**src/rtl/obj_pkg.sv**
```systemverilog
package obj_pkg;

    localparam int TABLE_AW    = 10;
    localparam int CMD_DEPTH   = 4;
    localparam int OUT_CREDITS = 2;

    // counter and pointer widths
    localparam int CRED_W  = $clog2(CMD_DEPTH + 1);
    localparam int OCRED_W = $clog2(OUT_CREDITS + 1);
    localparam int PTR_W   = $clog2(CMD_DEPTH);

    // fixed screen offsets applied to object positions
    localparam logic [9:0] X_BIAS = 10'h040;
    localparam logic [9:0] Y_BIAS = 10'h010;

    // attribute high byte that terminates the table
    localparam logic [7:0] END_BYTE = 8'hff;

    typedef struct packed {
        logic [3:0] tile_m;
        logic [3:0] tile_n;
        logic       abs_pos;
        logic       vflip;
        logic       hflip;
        logic [4:0] pal;
    } obj_attr_fields_t;

    typedef struct packed {
        logic [7:0] hi;
        logic [7:0] lo;
    } obj_attr_raw_t;

    // byte view for the end test, field view for drawing
    typedef union packed {
        obj_attr_fields_t fields;
        obj_attr_raw_t    raw;
    } obj_attr_u;

    // x: prio in 15:13, position in 9:0
    // y: end flag in 15, bank in 14:13, position in 9:0
    typedef struct packed {
        logic [15:0] x;
        logic [15:0] y;
        logic [15:0] code;
        obj_attr_u   attr;
    } obj_entry_t;

    typedef struct packed {
        logic [15:0] code;
        logic [3:0]  vsub;
        logic [8:0]  hpos;
        logic [2:0]  prio;
        logic [1:0]  bank;
        logic [7:0]  attr_lo;
    } obj_cmd_t;

endpackage
```
**src/rtl/obj_cmd_queue.sv**
```systemverilog
module obj_cmd_queue (
    input  logic              clk,
    input  logic              rst,

    // scanner side
    input  logic              in_valid,
    input  obj_pkg::obj_cmd_t in_cmd,
    output logic              in_credit,

    // renderer side
    output logic              out_valid,
    output obj_pkg::obj_cmd_t out_cmd,
    input  logic              out_credit
);
    import obj_pkg::*;

    obj_cmd_t           mem [CMD_DEPTH];
    logic [PTR_W-1:0]   wr_ptr;
    logic [PTR_W-1:0]   rd_ptr;
    logic [CRED_W-1:0]  count;
    logic [OCRED_W-1:0] out_cred;
    logic               pop;

    // pop as soon as there is data and a renderer credit
    assign pop = (count != '0) && (out_cred != '0);

    assign out_valid = pop;
    assign out_cmd   = mem[rd_ptr];

    // each freed slot goes back to the scanner
    assign in_credit = pop;

    always_ff @(posedge clk) begin
        if (in_valid) begin
            mem[wr_ptr] <= in_cmd;
        end
    end

    // depth is a power of two, pointers wrap on their own
    always_ff @(posedge clk or posedge rst) begin
        if (rst) begin
            wr_ptr <= '0;
            rd_ptr <= '0;
            count  <= '0;
        end else begin
            if (in_valid) begin
                wr_ptr <= wr_ptr + 1'b1;
            end
            if (pop) begin
                rd_ptr <= rd_ptr + 1'b1;
            end
            count <= count + CRED_W'(in_valid) - CRED_W'(pop);
        end
    end

    // renderer credits
    always_ff @(posedge clk or posedge rst) begin
        if (rst) begin
            out_cred <= OCRED_W'(OUT_CREDITS);
        end else begin
            out_cred <= out_cred - OCRED_W'(pop) + OCRED_W'(out_credit);
        end
    end

endmodule

```
**config.mk**
```make
export PLATFORM = sky130hd
export DESIGN_NAME = obj_cmd_queue
export DESIGN_NICKNAME = d
export VERILOG_FILES = /design/src/rtl/obj_pkg.sv /design/src/rtl/obj_cmd_queue.sv
export SDC_FILE = /design/constraint.sdc
export NUM_CORES = 1
export LEC_CHECK = 0
export BUFFER_PORTS_ARGS = -buffer_cell sky130_fd_sc_hd__buf_2
export CORE_MARGIN = 2
export CORE_UTILIZATION = 59
export CTS_BUF_LIST = sky130_fd_sc_hd__clkbuf_8
export CTS_CLUSTER_SIZE = 25
export DETAILED_ROUTE_END_ITERATION = 10
export GPL_TIMING_DRIVEN = 0
export PLACE_DENSITY_LB_ADDON = 0.15
export SLEW_MARGIN = 25
export SYNTH_ARGS = -nofsm -noshare
export SYNTH_HDL_FRONTEND = slang
export SYNTH_SLANG_ARGS = --single-unit
```
**constraint.sdc**
```tcl
create_clock -name clk -period 2.3 [get_ports clk]
set_input_delay 0.345 -clock clk [delete_from_list [all_inputs] [get_ports clk]]
set_output_delay 0.345 -clock clk [all_outputs]
set_load 0.03 [all_outputs]
```
==> flow_summary.toml, run 1 <==
[grt]
antenna_found_initial = 0
use_met1_pct = 23.79
grt_pass1_vias = 3132
grt_max_degree = 43
use_met2_pct = 31.29
grt-ovfl-total = 0
grt_most_used_layer = "met2"
use_met3_pct = 5.631
track_usage_pct = 19.03
grt_first_pass_wirelength_um = 16030

[synth]
yosys.area_share.simple_pct = 0.7765
syn_inst = 263
synth.distinct_cells = 21
yosysTopAreaCellShare_pct = 76.36
synth-seq-cells = 177
yosys-top-cells-area = "edfxtp_1, mux4_2, dfrtp_1"
synth_top_family_by_area = "multiplexers"
ys_seq_area_share_pct = 79.79
synth_xor_xnor_area_share_pct = 0.7955
synthMuxAreaShare_pct = 14.55
yosys.area_share.adder_pct = 1.439
yosys.area.top_type = "edfxtp_1"
synth-compound-area-share_pct = 0.4924
avgSynthCellArea_um2 = 25.12
synthesis.nets = 316
ys.warnings.count = 0
synthesis.area_um2 = 6606

[place]
post-place-ws_ns = 0.2589
dp_hpwl_um = 6096
dpl_cell_area_um2 = 7237
numPortBuffers = 89
gp_congestion = 0.6959
placed_cells = 492

[floorplanning]
coreArea_um2 = 10890
die_x_um = 109.8
core.rowCount = 38
dieArea_um2 = 12060
start_util_pct = 60.68
die_h_um = 109.8
io_pins = 90

[final_layout]
fin_cells = 525
regArea_um2 = 5271
nFillCells = 696
fin_nets = 425
area_growth_pct = 15.87
postLayoutCellArea_um2 = 7655
final_common_cell = "edfxtp_1"
layout_common_cells = "edfxtp_1, buf_2, mux4_2"
drive_gt1_share_pct = 44.42
antenna_cells = 0
multiInputGateArea_um2 = 1202

[timing]
whs_ns = 0.1099
grt_setup_unrepaired = "false"
hold_viol_final = 0
timing.slew.headroom_pct = 55.48
fmax_mhz = 453.4
final_max_slew_viol_count = 0
setup_viol = 0
tightestPinTransition_ns = 0.6679
finalSetupTns_ns = 0
worst_slack_ns = 0.09432
fin_crit_sh_pct = 95.90
timing.final.crit_period_ns = 2.206
fin_worst_skew_ns = 0.01112

[critical_path]
crit_path_max_fanout = 10
worstPathRequired_ns = 1.96
critPathKind = "flip-flop to output port"
cp_slowest_cell = "mux4_2"
cpMostUsedCell = "buf_12"
slowest_delay_ns = 0.53
startpoint_type = "flip-flop"
cp_data_arrival_time_ns = 1.86
crit_path_end_kind = "output port"
crit_chain = "buf_12 > buf_12 > mux4_2 > buf_2"

[clock_network]
cts_max_path_buffers = 2
htreeDepth = 4
cts.sinks = 177
path_clk_slew_ns = 0.08
cts_tree = "built"
cts_made_buffers = 17
cts-root-buf = "clkbuf_8"
post-cts-setup-buffers = 0
clk_latency_ns = 0.45

[route]
vias = 2934
ant_nets = 0
via_per_inst = 5.589
wl_per_cell_um = 19.91
remaining_drc_errors = 0
dr.pass1.iters = 4
totalWireLength_um = 10460
dr.first_iter.drc_count = 160

[power_and_ir_drop]
leakage_uw = 0.002693
p_sw_uw = 3565
power_density_nw_per_um2 = 1353
p_seq_share_pct = 42.5
peakVddDrop_mv = 0.7230
p_comb_share_pct = 37.0
p_int_uw = 6791
power_frac_clock_pct = 20.5
swShare_pct = 34.43

[run_status]
run_status = "completed"

[min_path]
worstHoldPathType = "primary input to flip-flop"

[run]
cap_violations = 0
[per-stage QoR]
| step | util (%) | power [µW] |
|---|---|---|
| after floorplan | - | 7346 |
| after CTS | 70.23 | 10470 |
| after detailed placement | 66.47 | 8356 |
| after global routing | 70.31 | 10860 |
| after global placement | 66.38 | 8300 |
| final | 70.31 | 10360 |
[cells by family (layout without fill, tap and decap cells)]
kind of cell / after synthesis / after routing
and+or+nand+nor: 10 / 10
buffers and inverters: 16 / 138
adders and majority gates: 7 / 7
xor gates and xnor gates: 6 / 6
DFF: 177 / 177
muxes: 42 / 42
AOI/OAI and AO/OA: 5 / 5
[power groups by stage]
| stage | logic (µW) | clock network (µW) | registers, µW |
|---|---|---|---|
| 2_1_floorplan | 2920 | 0 | 4430 |
| 3_3_place_gp | 3830 | 0 | 4470 |
| 3_5_place_dp | 3880 | 0 | 4480 |
| 4_1_cts | 3900 | 2170 | 4410 |
| 5_1_grt | 4100 | 2290 | 4460 |
| 6_report | 3830 | 2130 | 4400 |
[cell usage after synthesis (all sizes together)]
| cell | instances |
|---|---|
| o21ai | 3 |
| edfxtp | 168 |
| dfstp | 1 |
| nand2 | 4 |
| and2 | 4 |
| mux4 | 42 |
| inv | 5 |
| nand2b | 1 |
| buf | 11 |
| o31ai | 1 |
| xnor2 | 3 |
| dfrtp | 8 |
| ha | 6 |
| o32a | 1 |
| fa | 1 |
| nor3 | 1 |
| xor2 | 3 |
[sequential cells by signal (all words and copies together) (netlist names)]
register  flops
count         3
mem         168
out_cred      2
rd_ptr        2
wr_ptr        2
[cell type report]
cell class | instances | area share [%]
sequential | 177 | 68.86
multi-input combinational | 70 | 15.71
timing repair buffer | 90 | 5.950
clock buffer | 17 | 3.057
tap | 140 | 2.288
clock inverter | 15 | 2.158
buffer | 11 | 1.733
inverter | 5 | 0.2452
[routing by layer]
layer / vias to the layer above / share of wire (%) / wire (µm)
met1: 1506 / 41 / 4295
met4: 0 / 1.8 / 191
met5: - / 0 / 0
met2: 85 / 52 / 5442
met3: 18 / 5.0 / 526
li1: 1325 / - / -
[worst max-delay path, delay by kind of cell, from the launching register on]
family                 cells  cell delay, ns
muxes                      1            0.53
buffers and inverters      3            0.52
DFF                        1            0.37
[repair_timing]
action	CTS	global route
endpoints found under the setup margin	0	1
endpoints found under the hold margin	8	0
hold buffers	1	0
gates resized for setup	0	2
[path summary, 6_finish.rpt]
kind	start	endpoint	slack, ns	cells past startpoint
hold reg to reg	count[2]	count[2]	0.52	1
setup reg to reg	count[2]	count[2]	0.25	7
max in group asynchronous	rst	out_cred[1]	1.60	3
hold / removal	in_cmd[40]	mem[3][40]	0.11	1
min in group asynchronous	rst	wr_ptr[1]	0.40	3
setup / recovery	rd_ptr[0]	out_cmd[9]	0.09	4
Power figures use the tool's default switching activity.
==> inputs of run 2 (changes only) <==
--- a/config.mk
+++ b/config.mk
@@ -13,6 +13,7 @@
 export DETAILED_ROUTE_END_ITERATION = 10
 export GPL_TIMING_DRIVEN = 0
 export PLACE_DENSITY_LB_ADDON = 0.15
+export REMOVE_ABC_BUFFERS = 1
 export SLEW_MARGIN = 25
 export SYNTH_ARGS = -nofsm -noshare
 export SYNTH_HDL_FRONTEND = slang
==> flow_summary.toml, run 2 (synthesis gave the netlist of run 1 again) <==
[run_status]
run_status = "completed"

[floorplanning]
core.rowCount = 38
die_x_um = 109.8
coreArea_um2 = 10890
die_h_um = 109.8
dieArea_um2 = 12060
io_pins = 90
start_util_pct = 60.68

[final_layout]
largest_reg_flops = 168
final_common_cell = "edfxtp_1"
postLayoutCellArea_um2 = 7570
fin_cells = 520
area_growth_pct = 14.58
fin_nets = 421
drive_gt1_share_pct = 43.95
regMostFlops = "mem"
antenna_cells = 0
top_regs = "mem: 168 flops, count: 3 flops"
layout_common_cells = "edfxtp_1, buf_2, mux4_2"

[clock_network]
cts_tree = "built"
clk_latency_ns = 0.44
cts-root-buf = "clkbuf_8"
path_clk_slew_ns = 0.09
cts.sinks = 177
cts_made_buffers = 17
cts_max_path_buffers = 2
htreeDepth = 4

[route]
vias = 2956
wl_per_cell_um = 21.24
via_per_inst = 5.685
dr.first_iter.drc_count = 171
ant_nets = 0
totalWireLength_um = 11050
remaining_drc_errors = 0
dr.pass1.iters = 4

[timing]
final_max_slew_viol_count = 0
fin_worst_skew_ns = 0.01138
fmax_mhz = 446.7
hold_viol_final = 0
timing.slew.headroom_pct = 55.64
fin_crit_sh_pct = 97.33
grt_setup_unrepaired = "true"
setup_viol = 0
whs_ns = 0.1158
tightestPinTransition_ns = 0.6654
timing.final.crit_period_ns = 2.239

[critical_path]
critPathKind = "flip-flop to output port"
rr_startpoint = "count[2]"
cp_slowest_cell = "mux4_1"
worstPathRequired_ns = 1.96
reg2reg_depth = 7
crit_path_end_kind = "output port"
r2r_setup_slack_ns = 0.23
cp_data_arrival_time_ns = 1.89
crit_path_max_fanout = 22
crit_chain = "buf_12 > mux4_1 > buf_2"
r2r-end = "count[2]"
slowest_delay_ns = 0.57
startpoint_type = "flip-flop"

[min_path]
hold_end = "mem[0][8]"
whs_path_depth = 1
worstHoldPathType = "primary input to flip-flop"
hold_start = "in_cmd[8]"

[place]
dp_hpwl_um = 5781
placed_cells = 482
numPortBuffers = 89
dpl_cell_area_um2 = 7141
gp_congestion = 0.6814

[run]
cap_violations = 0

[grt]
grt_pass1_vias = 3061
antenna_found_initial = 0
grt_max_degree = 43
grt-ovfl-total = 0
grt_first_pass_wirelength_um = 16620
track_usage_pct = 19.75

[power_and_ir_drop]
peakVddDrop_mv = 0.9268
total_power_uw = 10100
leakage_uw = 0.002641
power_density_nw_per_um2 = 1334
[run 2: worst max-delay path by stage]
stage                         start           to  slack (ns)  cells after the start
after floorplan           rd_ptr[0]   out_cmd[0]       -0.65                      1
after global placement    rd_ptr[0]  out_cmd[41]       -1.44                      2
after detailed placement  rd_ptr[0]  out_cmd[41]        0.06                      3
after CTS                 rd_ptr[0]   out_cmd[1]        0.02                      3
after global routing      rd_ptr[0]   out_cmd[1]       -0.04                      3
final                     rd_ptr[0]   out_cmd[1]        0.06                      3
[run 2: power breakdown]
part	internal (µW)	switching (µW)
clock	825	1030
combinational	1440	2310
sequential	4250	244
[run 2: what timing repair did]
item	in CTS	in global routing
setup endpoints to repair	42	13
gates resized for setup	2	3
buffers inserted	5	1
gates cloned	0	0
hold buffers	1	0
endpoints found under the hold margin	8	0
[run 2: area by class of cell]
class	instances	area, µm²
fillers	692	3318
multi-input cells	70	1199
repair buffers	97	559.3
well taps	140	175.2
clock buffers	17	234.0
flip-flops and latches	177	5279
inverters	5	18.77
clock inverters	14	105.1
[run 2: per-layer routing]
layer,track usage (%),routed length [µm],part of all wire (%),vias up
met3,5.572,602,5.4,14
li1,-,-,-,1312
met5,0,0,0,-
met2,30.59,5461,49,86
met1,27.49,4844,44,1544
met4,6.872,137,1.2,0
[run 2: metrics by stage]
| step | setup TNS, ns | utilization [%] | worst slack, ns |
|---|---|---|---|
| 3_3_place_gp | -146.15 | 65.24 | -1.436 |
| 2_1_floorplan | -23.53 | - | -0.6549 |
| 5_1_grt | -0.09105 | 69.52 | -0.04495 |
| 6_report | 0 | 69.52 | 0.06134 |
| 4_1_cts | 0 | 69.39 | 0.01831 |
| 3_5_place_dp | 0 | 65.58 | 0.06081 |
[run 2: critical path: cells and delay by family (launching register included)]
family / cells / cell delay (ns)
DFF: 1 / 0.45
muxes: 1 / 0.57
buffers and inverters: 2 / 0.42
