===== src/rtl/obj_pkg.sv =====
package obj_pkg;

    localparam int TABLE_AW    = 10;
    localparam int CMD_DEPTH   = 4;
    localparam int OUT_CREDITS = 2;

    // counter and pointer widths
    localparam int CRED_W  = $clog2(CMD_DEPTH + 1);
    localparam int OCRED_W = $clog2(OUT_CREDITS + 1);
    localparam int PTR_W   = $clog2(CMD_DEPTH);

    // fixed screen offsets applied to object positions
    localparam logic [9:0] X_BIAS = 10'h040;
    localparam logic [9:0] Y_BIAS = 10'h010;

    // attribute high byte that terminates the table
    localparam logic [7:0] END_BYTE = 8'hff;

    typedef struct packed {
        logic [3:0] tile_m;
        logic [3:0] tile_n;
        logic       abs_pos;
        logic       vflip;
        logic       hflip;
        logic [4:0] pal;
    } obj_attr_fields_t;

    typedef struct packed {
        logic [7:0] hi;
        logic [7:0] lo;
    } obj_attr_raw_t;

    // byte view for the end test, field view for drawing
    typedef union packed {
        obj_attr_fields_t fields;
        obj_attr_raw_t    raw;
    } obj_attr_u;

    // x: prio in 15:13, position in 9:0
    // y: end flag in 15, bank in 14:13, position in 9:0
    typedef struct packed {
        logic [15:0] x;
        logic [15:0] y;
        logic [15:0] code;
        obj_attr_u   attr;
    } obj_entry_t;

    typedef struct packed {
        logic [15:0] code;
        logic [3:0]  vsub;
        logic [8:0]  hpos;
        logic [2:0]  prio;
        logic [1:0]  bank;
        logic [7:0]  attr_lo;
    } obj_cmd_t;

endpackage

===== src/rtl/obj_scan.sv =====
module obj_scan (
    input  logic                         clk,
    input  logic                         rst,

    input  logic                         line_start,
    input  logic [8:0]                   vrender,
    input  logic                         flip,
    input  logic [9:0]                   off_x,
    input  logic [9:0]                   off_y,

    // frame table
    output logic [obj_pkg::TABLE_AW-1:0] rd_addr,
    output logic                         rd_en,
    input  obj_pkg::obj_entry_t          rd_data,

    // command queue, credit based
    input  logic                         cmd_credit,
    output logic                         cmd_valid,
    output obj_pkg::obj_cmd_t            cmd,

    output logic                         scan_done
);
    import obj_pkg::*;

    logic [8:0]        vrenderf;
    logic              fetching;
    logic              rd_valid;
    logic              end_hit;
    logic [9:0]        s2_x;
    logic [9:0]        s2_y;

    logic              s3_valid;
    logic [9:0]        st3_x;
    logic [9:0]        st3_y;
    logic [15:0]       st3_code;
    obj_attr_u         st3_attr;
    logic [2:0]        st3_prio;
    logic [1:0]        st3_bank;

    logic              s4_valid;
    logic [9:0]        st4_x;
    obj_attr_u         st4_attr;
    logic [2:0]        st4_prio;
    logic [1:0]        st4_bank;
    logic              inzone;
    logic [3:0]        st4_vsub;
    logic [15:0]       code_mn;

    logic [3:0]        n;
    logic [3:0]        subn;
    logic [9:0]        effx;
    logic              s4_act;
    logic              s4_last;
    logic              s4_done;
    logic              tile_skip;
    logic              tile_go;
    logic              tile_emit;
    logic              stall;
    logic              pipe_empty;
    logic [CRED_W-1:0] credits;
    logic              credit_nz;

    obj_tile_match u_tile_match (
        .clk      (clk),
        .rst      (rst),
        .en       (~stall),
        .obj_y    (st3_y),
        .vrenderf (vrenderf),
        .attr     (st3_attr),
        .code     (st3_code),
        .inzone   (inzone),
        .vsub     (st4_vsub),
        .code_mn  (code_mn)
    );

    // stage II, end markers and screen positions
    assign end_hit = rd_valid && (rd_data.y[15] || (rd_data.attr.raw.hi == END_BYTE));
    assign s2_x = rd_data.x[9:0] + X_BIAS - (rd_data.attr.fields.abs_pos ? 10'd0 : off_x);
    assign s2_y = rd_data.y[9:0] + Y_BIAS - (rd_data.attr.fields.abs_pos ? 10'd0 : off_y);

    // stage IV, horizontal tile expansion
    assign s4_act    = s4_valid && inzone;
    assign subn      = st4_attr.fields.hflip ? (st4_attr.fields.tile_n - n) : n;
    assign effx      = st4_x + {2'b00, subn, 4'd0};
    assign tile_skip = effx[9];
    assign credit_nz = (credits != '0);
    assign tile_go   = s4_act && (tile_skip || credit_nz);
    assign tile_emit = tile_go && !tile_skip;
    assign s4_last   = (n == st4_attr.fields.tile_n);

    // upstream moves only when stage IV frees up this cycle
    assign s4_done = !s4_act || (tile_go && s4_last);
    assign stall   = !s4_done;
    assign rd_en   = fetching && !stall;

    assign pipe_empty = !fetching && !rd_valid && !s3_valid && !s4_act;

    always_ff @(posedge clk or posedge rst) begin
        if (rst) begin
            vrenderf  <= '0;
            rd_addr   <= '0;
            fetching  <= 1'b0;
            rd_valid  <= 1'b0;
            s3_valid  <= 1'b0;
            s4_valid  <= 1'b0;
            n         <= '0;
            cmd_valid <= 1'b0;
            scan_done <= 1'b1;
        end else begin
            cmd_valid <= tile_emit;
            if (tile_go) begin
                n <= s4_last ? 4'd0 : n + 4'd1;
            end
            if (!stall) begin
                // stage I
                // entry 1023 is still read and drawn, then fetching stops
                if (fetching) begin
                    rd_addr <= rd_addr + 1'b1;
                    if (&rd_addr) begin
                        fetching <= 1'b0;
                    end
                end
                // a read issued alongside an end marker is dropped
                rd_valid <= fetching && !end_hit;
                if (end_hit) begin
                    fetching <= 1'b0;
                end
                s3_valid <= rd_valid && !end_hit;
                s4_valid <= s3_valid;
            end
            if (pipe_empty) begin
                scan_done <= 1'b1;
            end
            // restart wins over everything above
            if (line_start) begin
                vrenderf  <= vrender ^ {1'b0, {8{flip}}};
                rd_addr   <= '0;
                fetching  <= 1'b1;
                rd_valid  <= 1'b0;
                s3_valid  <= 1'b0;
                s4_valid  <= 1'b0;
                n         <= '0;
                scan_done <= 1'b0;
            end
        end
    end

    always_ff @(posedge clk) begin
        if (!stall) begin
            st3_x    <= s2_x;
            st3_y    <= s2_y;
            st3_code <= rd_data.code;
            st3_attr <= rd_data.attr;
            st3_prio <= rd_data.x[15:13];
            st3_bank <= rd_data.y[14:13];
            st4_x    <= st3_x;
            st4_attr <= st3_attr;
            st4_prio <= st3_prio;
            st4_bank <= st3_bank;
        end
        if (tile_emit) begin
            cmd.code    <= code_mn + {12'd0, n};
            cmd.vsub    <= st4_vsub;
            cmd.hpos    <= effx[8:0];
            cmd.prio    <= st4_prio;
            cmd.bank    <= st4_bank;
            cmd.attr_lo <= st4_attr.raw.lo;
        end
    end

    // one credit per queue slot
    always_ff @(posedge clk or posedge rst) begin
        if (rst) begin
            credits <= CRED_W'(CMD_DEPTH);
        end else begin
            credits <= credits - CRED_W'(tile_emit) + CRED_W'(cmd_credit);
        end
    end

endmodule


===== src/rtl/obj_tile_match.sv =====
module obj_tile_match (
    input  logic               clk,
    input  logic               rst,
    input  logic               en,

    input  logic [9:0]         obj_y,
    input  logic [8:0]         vrenderf,
    input  obj_pkg::obj_attr_u attr,
    input  logic [15:0]        code,

    output logic               inzone,
    output logic [3:0]         vsub,
    output logic [15:0]        code_mn
);

    logic [9:0] dy;
    logic       hit;
    logic [3:0] row;
    logic [3:0] row_sel;
    logic [3:0] sub_sel;

    // distance below the object top, wraps at 1024
    assign dy = {1'b0, vrenderf} - obj_y;

    // dy < (tile_m+1)*16 needs dy[9:8] clear and the row within tile_m
    assign hit = (dy[9:8] == 2'b00) && (dy[7:4] <= attr.fields.tile_m);

    assign row = dy[7:4];

    // vertical flip mirrors both the tile row and the pixel row
    assign row_sel = attr.fields.vflip ? (attr.fields.tile_m - row) : row;
    assign sub_sel = attr.fields.vflip ? ~dy[3:0] : dy[3:0];

    always_ff @(posedge clk or posedge rst) begin
        if (rst) begin
            inzone <= 1'b0;
        end else if (en) begin
            inzone <= hit;
        end
    end

    // tile rows are 16 codes apart
    always_ff @(posedge clk) begin
        if (en) begin
            vsub    <= sub_sel;
            code_mn <= code + {8'd0, row_sel, 4'd0};
        end
    end

endmodule


===== config.mk =====
export PLATFORM = sky130hd
export DESIGN_NAME = obj_scan
export DESIGN_NICKNAME = d
export VERILOG_FILES = /design/src/rtl/obj_pkg.sv /design/src/rtl/obj_scan.sv /design/src/rtl/obj_tile_match.sv
export SDC_FILE = /design/constraint.sdc
export NUM_CORES = 1
export LEC_CHECK = 0
export BUFFER_PORTS_ARGS = -buffer_cell sky130_fd_sc_hd__clkbuf_2
export CORE_MARGIN = 10
export CORE_UTILIZATION = 35
export DETAILED_ROUTE_END_ITERATION = 8
export SETUP_SLACK_MARGIN = 0.1
export SYNTH_ARGS = -nofsm -noshare
export SYNTH_HDL_FRONTEND = slang
export SYNTH_SLANG_ARGS = --single-unit

===== constraint.sdc =====
create_clock -name clk -period 7.7 [get_ports clk]
set_input_delay 1.925 -clock clk [delete_from_list [all_inputs] [get_ports clk]]
set_output_delay 1.925 -clock clk [all_outputs]
set_load 0.03 [all_outputs]

==> results.cfg, run 1 <==
[routing]
met3_length_um = 879
dr.pass1.iters = 4
met1_length_mm = 8.22
vias = 5424
avgViaCountPerCell = 4.65
dr.first_iter.drc_count = 288
wl_per_cell_um = 15.8
top_layer_used = met4
met2_length_mm = 9.02
drc = 0
ant_nets = 0
wirelength_mm = 18.4

[logic_synthesis]
synth_edf_count = 146
synth_warnings = 0
syn_area_um2 = 8750
syn_nets = 845
syn_inst = 671
synth_top_area_share_pct = 50.1
ys.flop_type = edfxtp_1
ys_seq_elements = 179
yosysUniqueCellTypes = 53
synth_top_cell_by_area = edfxtp_1
synthArstFlopShare_pct = 18.4
synth.avg_cell_area_um2 = 13.0
synthTopCellsByArea = edfxtp_1 (50%), ha_1 (9.6%), dfrtp_1 (8.9%)
yosysSeqAreaShare_pct = 59.6

[worst_setup_path]
r2r_cells = 19
critPathLaunchType = register
arrival_ps = 3940
path_delay_family = compound AO/OA/AOI/OAI gates
worstPathRequired_ps = 5780
reg2reg_to = credits[2]
cpMaxStageDelayCell = dfrtp_1
reg2reg_slack_ps = 3490
worst-setup-path-type = reg -> out
crit_path_cell_trace = inv_1, ha_1, nor2b_1, o21ai_0, nor3b_1, o21ai_0, xnor2_1, ha_1, o21ai_0, a31oi_2, mux2_4, nor2_1, clkbuf_2
crit_path_end_kind = output pin
worst-path-buf-inv = 2
worst_r2r_startpoint = n[1]
cpMostUsedCell = o21ai_0
worst-path-max-fanout = 18
slowest_delay_ps = 470

[clock_tree]
numCtsBuffers = 17
path_clk_slew_ps = 80
post_cts_buffers = 0
cts-htree-levels = 4
ctsHoldBuffers = 0
clockBufferDepth = 2
post_cts_resized = 0
cts_tree = yes
cts_sinks = 179
cts-root-buf = clkbuf_16
worstSkewPairLatency_ps = 430

[timing]
worst_pin_slew_ps = 840
max_freq_mhz = 170
skew_ps = 17.9
setup_viol = 0
fin_crit_ps = 5870
grt_setup_unrepaired = false
slew_headroom_pct = 44.0
finalCritPeriodShare_pct = 76.2
tns_ps = 0
maxSlewViolCount = 0
final_hold_viol_count = 0

[power]
ir_drop_uv = 125
netSwitchingPower_uw = 882
power_density_nw_per_um2 = 276
swShare_pct = 30.3
pwr-share-clk_pct = 31.6
p_leak_nw = 4.46
internal_power_mw = 2.02
power_frac_seq_pct = 44.6
p_comb_share_pct = 23.8

[run]
max_cap_violations = 0

[hold_path]
min_delay_worst_endpoint = st4_x[6]
hold_path_depth = 0
hp-class = reg -> reg
min_from = st3_x[6]

[finish]
finalInstanceArea_um2 = 10500
antenna_cells = 0
area_growth_pct = 20.4
layout_common_cells = edfxtp_1 (146), clkbuf_2 (146), ha_1 (67), inv_1 (51), xnor2_1 (46)
fin_nets = 1004
drive_gt1_share_pct = 23.8

[floorplan]
initial_core_util_pct = 35.8
io_pins = 153
die_x_um = 178
row_count = 57
die-height_um = 178
core_region_area_um2 = 24500
floorplan.die_area_um2 = 31700

[place]
dp_hpwl_mm = 13.9
gp_congestion = 0.824
portBuffers = 146
placed_cell_area_um2 = 9890

[global_routing]
grt_pass1_vias = 5590
grt_antenna_before_repair = 0
grt_usage_pct = 11.9
overflow = 0
grt_pass1_wl_mm = 29.4
grt_max_degree = 63

[outcome]
outcome = complete, no violations
power by group through the flow:
stage	registers (mW)	logic, mW	clock network, mW
6_report	1.30	0.691	0.919
5_1_grt	1.31	0.787	0.987
4_1_cts	1.30	0.703	0.955
3_5_place_dp	1.32	0.697	0
3_3_place_gp	1.31	0.681	0
2_1_floorplan	1.30	0.532	0
state kept, by name (all words and copies together) (netlist names):
register,cells
cmd,42
st3_attr,16
st3_code,16
u_tile_match.code_mn,16
st4_attr,12
rd_addr,10
st3_x,10
st3_y,10
st4_x,10
vrenderf,9
n,4
u_tile_match.vsub,4
credits,3
st3_prio,3
st4_prio,3
st3_bank,2
st4_bank,2
cmd_valid,1
fetching,1
rd_valid,1
s3_valid,1
s4_valid,1
scan_done,1
u_tile_match.inzone,1
per-stage QoR:
stage,setup WS (ps),utilization [%],std cells,total power [mW],hold slack (ps)
after global placement,2360,40.4,1135,2.00,401
after detailed placement,2340,40.4,1135,2.02,405
after CTS,1820,43.1,1167,2.96,412
final,1830,43.1,1167,2.91,409
after global routing,1450,43.1,1167,3.09,414
after floorplan,847,-,671,1.83,400
cell type report:
| cell class | count | area, µm² |
|---|---|---|
| Multi-Input combinational cell | 430 | 3320 |
| Fill cell | 2262 | 13900 |
| Clock buffer | 17 | 425 |
| Timing Repair Buffer | 151 | 768 |
| Clock inverter | 15 | 215 |
| Tap cell | 324 | 405 |
| Sequential cell | 179 | 5210 |
| Inverter | 51 | 191 |
cells by family after synthesis:
| family | after synthesis | share of synthesized area (%) |
|---|---|---|
| simple gates | 165 | 9.75 |
| mux | 8 | 1.03 |
| buf+inv | 62 | 2.69 |
| compound gates | 111 | 8.32 |
| xor+xnor | 70 | 7.01 |
| flops | 179 | 59.6 |
| fa+ha+maj | 76 | 11.6 |
Yosys cell counts (2+ instances only):
| library cell | number |
|---|---|
| ha_1 | 67 |
| inv_1 | 51 |
| nand3_1 | 16 |
| or3_1 | 2 |
| and2_1 | 2 |
| o21bai_1 | 4 |
| dfstp_2 | 2 |
| o32ai_1 | 2 |
| or2_2 | 2 |
| and3_1 | 8 |
| a21o_1 | 11 |
| mux2i_1 | 3 |
| and3b_1 | 2 |
| buf_1 | 2 |
| xor2_1 | 24 |
| or4_1 | 3 |
| nand4_1 | 5 |
| nand2_1 | 24 |
| a21oi_1 | 34 |
| o31ai_1 | 7 |
| mux2_2 | 4 |
| o211ai_1 | 2 |
| a211oi_1 | 3 |
| fa_1 | 9 |
| a31o_2 | 3 |
| edfxtp_1 | 146 |
| o41ai_1 | 5 |
| nor2_1 | 40 |
| o31a_1 | 2 |
| xnor2_1 | 46 |
| dfrtp_1 | 31 |
| nor2b_1 | 14 |
| clkbuf_1 | 7 |
| nand2b_1 | 23 |
| a21boi_0 | 2 |
| o21a_1 | 5 |
| nor3_1 | 17 |
| o21ai_0 | 21 |
| nor3b_1 | 2 |
| buf_2 | 2 |
| nand3b_1 | 2 |
| a311oi_1 | 3 |
how the worst max path moves through the flow:
stage / from / to / slack (ps) / cells after the start
2_1_floorplan: n[1] / credits[2] / 850 / 19
5_1_grt: n[1] / rd_en / 1450 / 13
3_5_place_dp: n[1] / rd_en / 2340 / 13
6_report: n[1] / rd_en / 1830 / 13
3_3_place_gp: n[1] / rd_en / 2360 / 13
4_1_cts: n[1] / rd_en / 1820 / 13
routing by layer:
metal,up-vias,track usage (%)
met5,-,0
met1,2552,14.8
met3,16,3.23
met4,0,4.34
li1,2749,-
met2,107,19.4
No activity file was read; power rests on OpenSTA's default activity.
==> run 2, diff against run 1 <==
--- a/config.mk
+++ b/config.mk
@@ -5,6 +5,7 @@
 export SDC_FILE = /design/constraint.sdc
 export NUM_CORES = 1
 export LEC_CHECK = 0
+export ABC_AREA = 1
 export BUFFER_PORTS_ARGS = -buffer_cell sky130_fd_sc_hd__clkbuf_2
 export CORE_MARGIN = 10
 export CORE_UTILIZATION = 35
==> constraint.sdc (replaced) <==
create_clock -name clk -period 6 [get_ports clk]
set_input_delay 1.5 -clock clk [delete_from_list [all_inputs] [get_ports clk]]
set_output_delay 1.5 -clock clk [all_outputs]
set_load 0.03 [all_outputs]
==> run 2 against run 1 <==
Compared with the run above:
- setup slack got worse by 600 ps
- via count rose by 3.5%
- global-route usage fell by 0.44 points
- critical path depth rose by 2
- power rose by 25%
- register-to-register slack got worse by 1800 ps
- synthesized area rose by 1.2%
- cell count rose by 8.0%
- sequential share of layout area fell by 0.43 points
- clock skew fell by 3.1 ps
- final area rose by 0.88%
==> results.cfg, run 2 <==
[logic_synthesis]
yosys.area_share.simple_pct = 12.8
synth_warnings = 0
synth_xor_area_share_pct = 7.52
yosysSeqAreaShare_pct = 58.9
synth-compound-area-share_pct = 4.93
synthTopCellsByArea = edfxtp_1 (50%), ha_1 (9.5%), dfrtp_1 (8.8%)
synth.most_common_cell = edfxtp_1
synth_top_cell_by_area = edfxtp_1
syn_nets = 928
yosys-top-cells-count = edfxtp_1 (146), nand2_1 (134), inv_1 (92), ha_1 (67), xor2_1 (47)
synth.avg_cell_area_um2 = 11.7
synth_top_area_share_pct = 49.5
synth_edf_count = 146
syn_area_um2 = 8850
synthArstFlopShare_pct = 18.4
yosysUniqueCellTypes = 42
ys_seq_elements = 179
ys.flop_type = edfxtp_1
syn_inst = 754
synth_fa_ha_area_share_pct = 11.5
synth_mux_area_share_pct = 0
synth_top_family_by_area = simple AND/OR/NAND/NOR gates

[global_routing]
grt_usage_pct = 11.4
overflow = 0
grt_max_degree = 58
grt_pass1_wl_mm = 28.6
grt_pass1_vias = 5656
grt_antenna_before_repair = 2

[routing]
avgViaCountPerCell = 4.46
vias = 5615
dr.first_iter.drc_count = 327
wl_per_cell_um = 14.1
wirelength_mm = 17.7
drc = 0
dr.pass1.iters = 4
ant_nets = 0

[worst_setup_path]
worstPathRequired_ps = 4500
reg2reg_to = u_tile_match.code_mn[14]
worst-path-max-fanout = 5
cpMaxStageDelayCell = dfrtp_1
cpMostUsedCell = nand2_1
reg2reg_slack_ps = 1650
r2r_cells = 24
cp-startpoint = n[2]
worst-setup-path-type = reg -> out
slowest_delay_ps = 450
arrival_ps = 3270
crit_path_end_kind = output pin
critPathLaunchType = register
worst_r2r_startpoint = vrenderf[0]
crit_path_cell_trace = inv_1, ha_1, a21oi_1, nand2_1, xor2_1, o21ai_0, ha_1, nand2_1, inv_1, nand2_1, nand4_2, nand3_4, nand2_4, a21oi_1, clkbuf_2

[floorplan]
die-height_um = 179
floorplan.die_area_um2 = 32100
core_region_area_um2 = 25000
row_count = 58
io_pins = 153
initial_core_util_pct = 35.4
die_x_um = 179

[outcome]
outcome = complete, no violations

[timing]
tns_ps = 0
slew_headroom_pct = 47.2
max_freq_mhz = 210
skew_ps = 14.8
setup_viol = 0
fin_crit_ps = 4770
final_hold_viol_count = 0
maxSlewViolCount = 0
holdWs_ps = 421
worst_pin_slew_ps = 792
grt_setup_unrepaired = false
finalCritPeriodShare_pct = 79.4

[finish]
stdcell_count = 1260
fillers = 2379
largest_reg_flops = 42
top_register = cmd
fin_nets = 1090
multiInputGateArea_um2 = 3260
finish.utilization_pct = 42.4
layout_common_cells = edfxtp_1 (146), clkbuf_2 (146), nand2_1 (133), inv_1 (91), ha_1 (67)
area_growth_pct = 20.0
final-seq-area_um2 = 5210
drive_gt1_share_pct = 22.1

[clock_tree]
worstSkewPairLatency_ps = 430
cts_tree = yes
cts-htree-levels = 4
post_cts_resized = 0
post_cts_buffers = 0
cts-root-buf = clkbuf_16
path_clk_slew_ps = 70
ctsHoldBuffers = 0
numCtsBuffers = 17
clockBufferDepth = 2
cts_sinks = 179

[place]
dp_cells = 1227
dp_hpwl_mm = 13.8
portBuffers = 146
gp_congestion = 0.833

[power]
ir_drop_uv = 163
p_leak_nw = 4.75
power_density_nw_per_um2 = 343

[hold_path]
min_delay_worst_endpoint = cmd[24]
hp-class = reg -> reg
hold_path_depth = 0
min_from = u_tile_match.vsub[2]

[run]
max_cap_violations = 0
==> run 2: cell types whose count changed in the layout (fill, tap and decap cells not counted), moves of 14 or more <==
cell / change
nand2b_1: -23
nand2_1: +109
nand4_1: +15
nand3_1: +20
xnor2_1: -17
xor2_1: +23
inv_1: +40
nor2b_1: -14
==> run 2: per-stage QoR <==
step	setup slack, ps	power [mW]	cell area, µm²
5_1_grt	1010	3.89	10600
4_1_cts	1200	3.69	10600
6_report	1230	3.64	10600
3_5_place_dp	1640	2.56	10000
2_1_floorplan	1160	2.33	8850
3_3_place_gp	1680	2.54	10000
==> run 2: worst max-delay path: cells and delay by family, from the launching register on <==
family / cells / cell delay, ps
flip-flops: 1 / 450
AO/OA/AOI/OAI: 3 / 550
adder cells (fa/ha/maj): 2 / 680
buffers and inverters: 3 / 370
AND/OR/NAND/NOR: 6 / 650
XOR/XNOR: 1 / 140
==> run 2: how the worst max path moves through the flow <==
stage / end
after floorplan: st3_attr[0]
after global placement: u_tile_match.code_mn[14]
after detailed placement: u_tile_match.code_mn[14]
after CTS: rd_en
after global routing: rd_en
final: rd_en
==> run 2: routing by layer <==
metal	track usage [%]	part of all wire, %	vias up
met5	0	0.056	-
met4	3.31	1.0	2
met3	3.73	6.6	13
met2	18.5	47	122
met1	14.3	45	2559
li1	-	-	2919
==> run 2: final cells by class <==
cell class | instances | area share, %
clock buffer | 17 | 4.00
clock inverter | 15 | 1.86
inverter | 94 | 3.32
sequential | 179 | 49.1
timing repair buffer | 150 | 7.16
tap | 330 | 3.89
multi-input combinational | 474 | 30.7
antenna | 1 | 0.0235
==> run 2: kinds of logic after synthesis <==
| logic type | count (synthesis) |
|---|---|
| and+or+nand+nor | 245 |
| DFF | 179 |
| buffers and inverters | 101 |
| AOI/OAI and AO/OA | 77 |
| xor gates and xnor gates | 76 |
| adders and majority gates | 76 |
==> run 2: power by group <==
group | switching (mW) | internal [mW] | leakage, nW
Clock | 0.548 | 0.571 | 0.297
Sequential | 0.0976 | 1.56 | 1.90
Combinational | 0.504 | 0.359 | 2.55
==> run 3, diff against run 2 <==
--- a/config.mk
+++ b/config.mk
@@ -5,7 +5,7 @@
 export SDC_FILE = /design/constraint.sdc
 export NUM_CORES = 1
 export LEC_CHECK = 0
-export ABC_AREA = 1
+export ABC_AREA = 0
 export BUFFER_PORTS_ARGS = -buffer_cell sky130_fd_sc_hd__clkbuf_2
 export CORE_MARGIN = 10
 export CORE_UTILIZATION = 35
==> constraint.sdc (replaced) <==
create_clock -name clk -period 4.6 [get_ports clk]
set_input_delay 1.15 -clock clk [delete_from_list [all_inputs] [get_ports clk]]
set_output_delay 1.15 -clock clk [all_outputs]
set_load 0.03 [all_outputs]
==> run 3 against run 2 <==
Compared with the run above:
- clock skew is 5.5 ps higher
- clock-buffer cell count stayed put
- first-iteration DRC count is 32% lower
- global-route usage is 0.14 points higher
- power is 33% higher
- critical path depth is 3 lower
- via count is 3.3% lower
- sequential power is 31% higher
- sequential share of layout area is 0.17 points lower
- setup slack worse by 960 ps
- routed wire length is 2.0% higher
- non-clock buffer count is 7 higher
- critical endpoint unchanged
==> results.cfg, run 3 (synthesized netlist as in run 1, its figures left out) <==
[routing]
ant_nets = 0
wirelength_mm = 18.1
drc = 0
wl_per_cell_um = 15.4
avgViaCountPerCell = 4.63
dr.pass1.iters = 4
dr.first_iter.drc_count = 221
vias = 5432

[worst_setup_path]
reg2reg_to = u_tile_match.code_mn[10]
worstPathRequired_ps = 3450
r2r_cells = 17
reg2reg_slack_ps = 510
worst-path-max-fanout = 4
arrival_ps = 3180
worst_r2r_startpoint = st3_y[1]
crit_path_end_kind = output pin
critPathLaunchType = register
worst-setup-path-type = reg -> out

[clock_tree]
cts-root-buf = clkbuf_16
ctsHoldBuffers = 0
cts-htree-levels = 4
cts_sinks = 179
worstSkewPairLatency_ps = 440
path_clk_slew_ps = 70
clockBufferDepth = 2
cts_tree = yes
numCtsBuffers = 17

[floorplan]
initial_core_util_pct = 35.8
row_count = 57
io_pins = 153
core_region_area_um2 = 24500
die-height_um = 178
floorplan.die_area_um2 = 31700
die_x_um = 178

[place]
placed_cell_area_um2 = 9990
dp_hpwl_mm = 13.7
gp_congestion = 0.821
dp_cells = 1137
portBuffers = 146

[hold_path]
min_delay_worst_endpoint = st4_attr[5]
hp-class = reg -> reg
min_from = st3_attr[5]
hold_path_depth = 0

[finish]
fin_nets = 1010
finish.utilization_pct = 43.6
top_register = cmd
antenna_cells = 0
layout_common_cells = edfxtp_1 (146), clkbuf_2 (145), ha_1 (66), inv_1 (50), xnor2_1 (45)
mostFrequentLayoutCell = edfxtp_1
finalInstanceArea_um2 = 10700
area_growth_pct = 21.9
stdcell_count = 1173
drive_gt1_share_pct = 25.4
largest_reg_flops = 42

[run]
max_cap_violations = 0

[timing]
finalCritPeriodShare_pct = 94.1
final_hold_viol_count = 0
tns_ps = 0
fin_crit_ps = 4330
worst_pin_slew_ps = 954
maxSlewViolCount = 0
setup_viol = 0
slew_headroom_pct = 36.3
max_freq_mhz = 231
skew_ps = 20.2
grt_setup_unrepaired = false

[global_routing]
overflow = 0
grt_pass1_vias = 5501
grt_max_degree = 54
grt_pass1_wl_mm = 28.6
grt_usage_pct = 11.6
grt_antenna_before_repair = 0

[power]
power_density_nw_per_um2 = 455
p_leak_nw = 4.51
ir_drop_uv = 235

[outcome]
outcome = complete, no violations
[run 3: critical path, cell delays in order (launching register included)]
cell,delay [ps]
edfxtp_1,390
inv_1,80
ha_1,160
inv_1,50
fa_1,370
xnor2_1,140
a21oi_1,230
ha_1,300
a21oi_2,220
a31oi_4,120
mux2_4,350
nor2_4,150
clkbuf_4,200
[run 3: worst max path at each step]
stage,from,to,depth (start not counted)
2_1_floorplan,n[1],credits[2],19
3_3_place_gp,n[2],rd_en,12
3_5_place_dp,n[2],rd_en,12
4_1_cts,n[1],rd_en,13
5_1_grt,n[1],rd_en,13
6_report,st4_attr[8],rd_en,12
[run 3: final cells by class]
class / count / area [µm²]
Timing Repair Buffer: 157 / 841
Sequential cell: 179 / 5210
Clock buffer: 17 / 425
Fill cell: 2296 / 13800
Multi-Input combinational cell: 430 / 3380
Inverter: 51 / 191
Tap cell: 324 / 405
Clock inverter: 15 / 211
[run 3: metal layers]
metal	up-vias	wire length (µm)	track usage, %
met3	16	894	3.34
met1	2549	8030	14.1
met2	104	8840	19.2
li1	2763	-	-
met5	-	0	0
met4	0	342	4.31
[run 3: repair_timing]
| item | in CTS | in global routing |
|---|---|---|
| pin swaps | 0 | 1 |
| hold endpoints to repair | 0 | 0 |
| gates resized for setup | 3 | 1 |
| endpoints found under the setup margin | 1 | 1 |
| buffers inserted | 3 | 1 |
[run 3: per-stage QoR]
| stage | power, mW | worst slack, ps | hold slack [ps] |
|---|---|---|---|
| final | 4.85 | 274 | 421 |
| after global routing | 5.17 | 91.7 | 427 |
| after CTS | 4.93 | 146 | 422 |
| after detailed placement | 3.40 | 347 | 405 |
| after global placement | 3.36 | 343 | 401 |
| after floorplan | 3.09 | -15.1 | 400 |
[run 3: power breakdown]
group          internal (mW)  switching [mW]  total, mW  leakage, nW
sequential              2.04           0.125       2.17         1.89
combinational          0.563           0.628       1.19         2.32
clock                  0.756           0.737       1.49        0.305
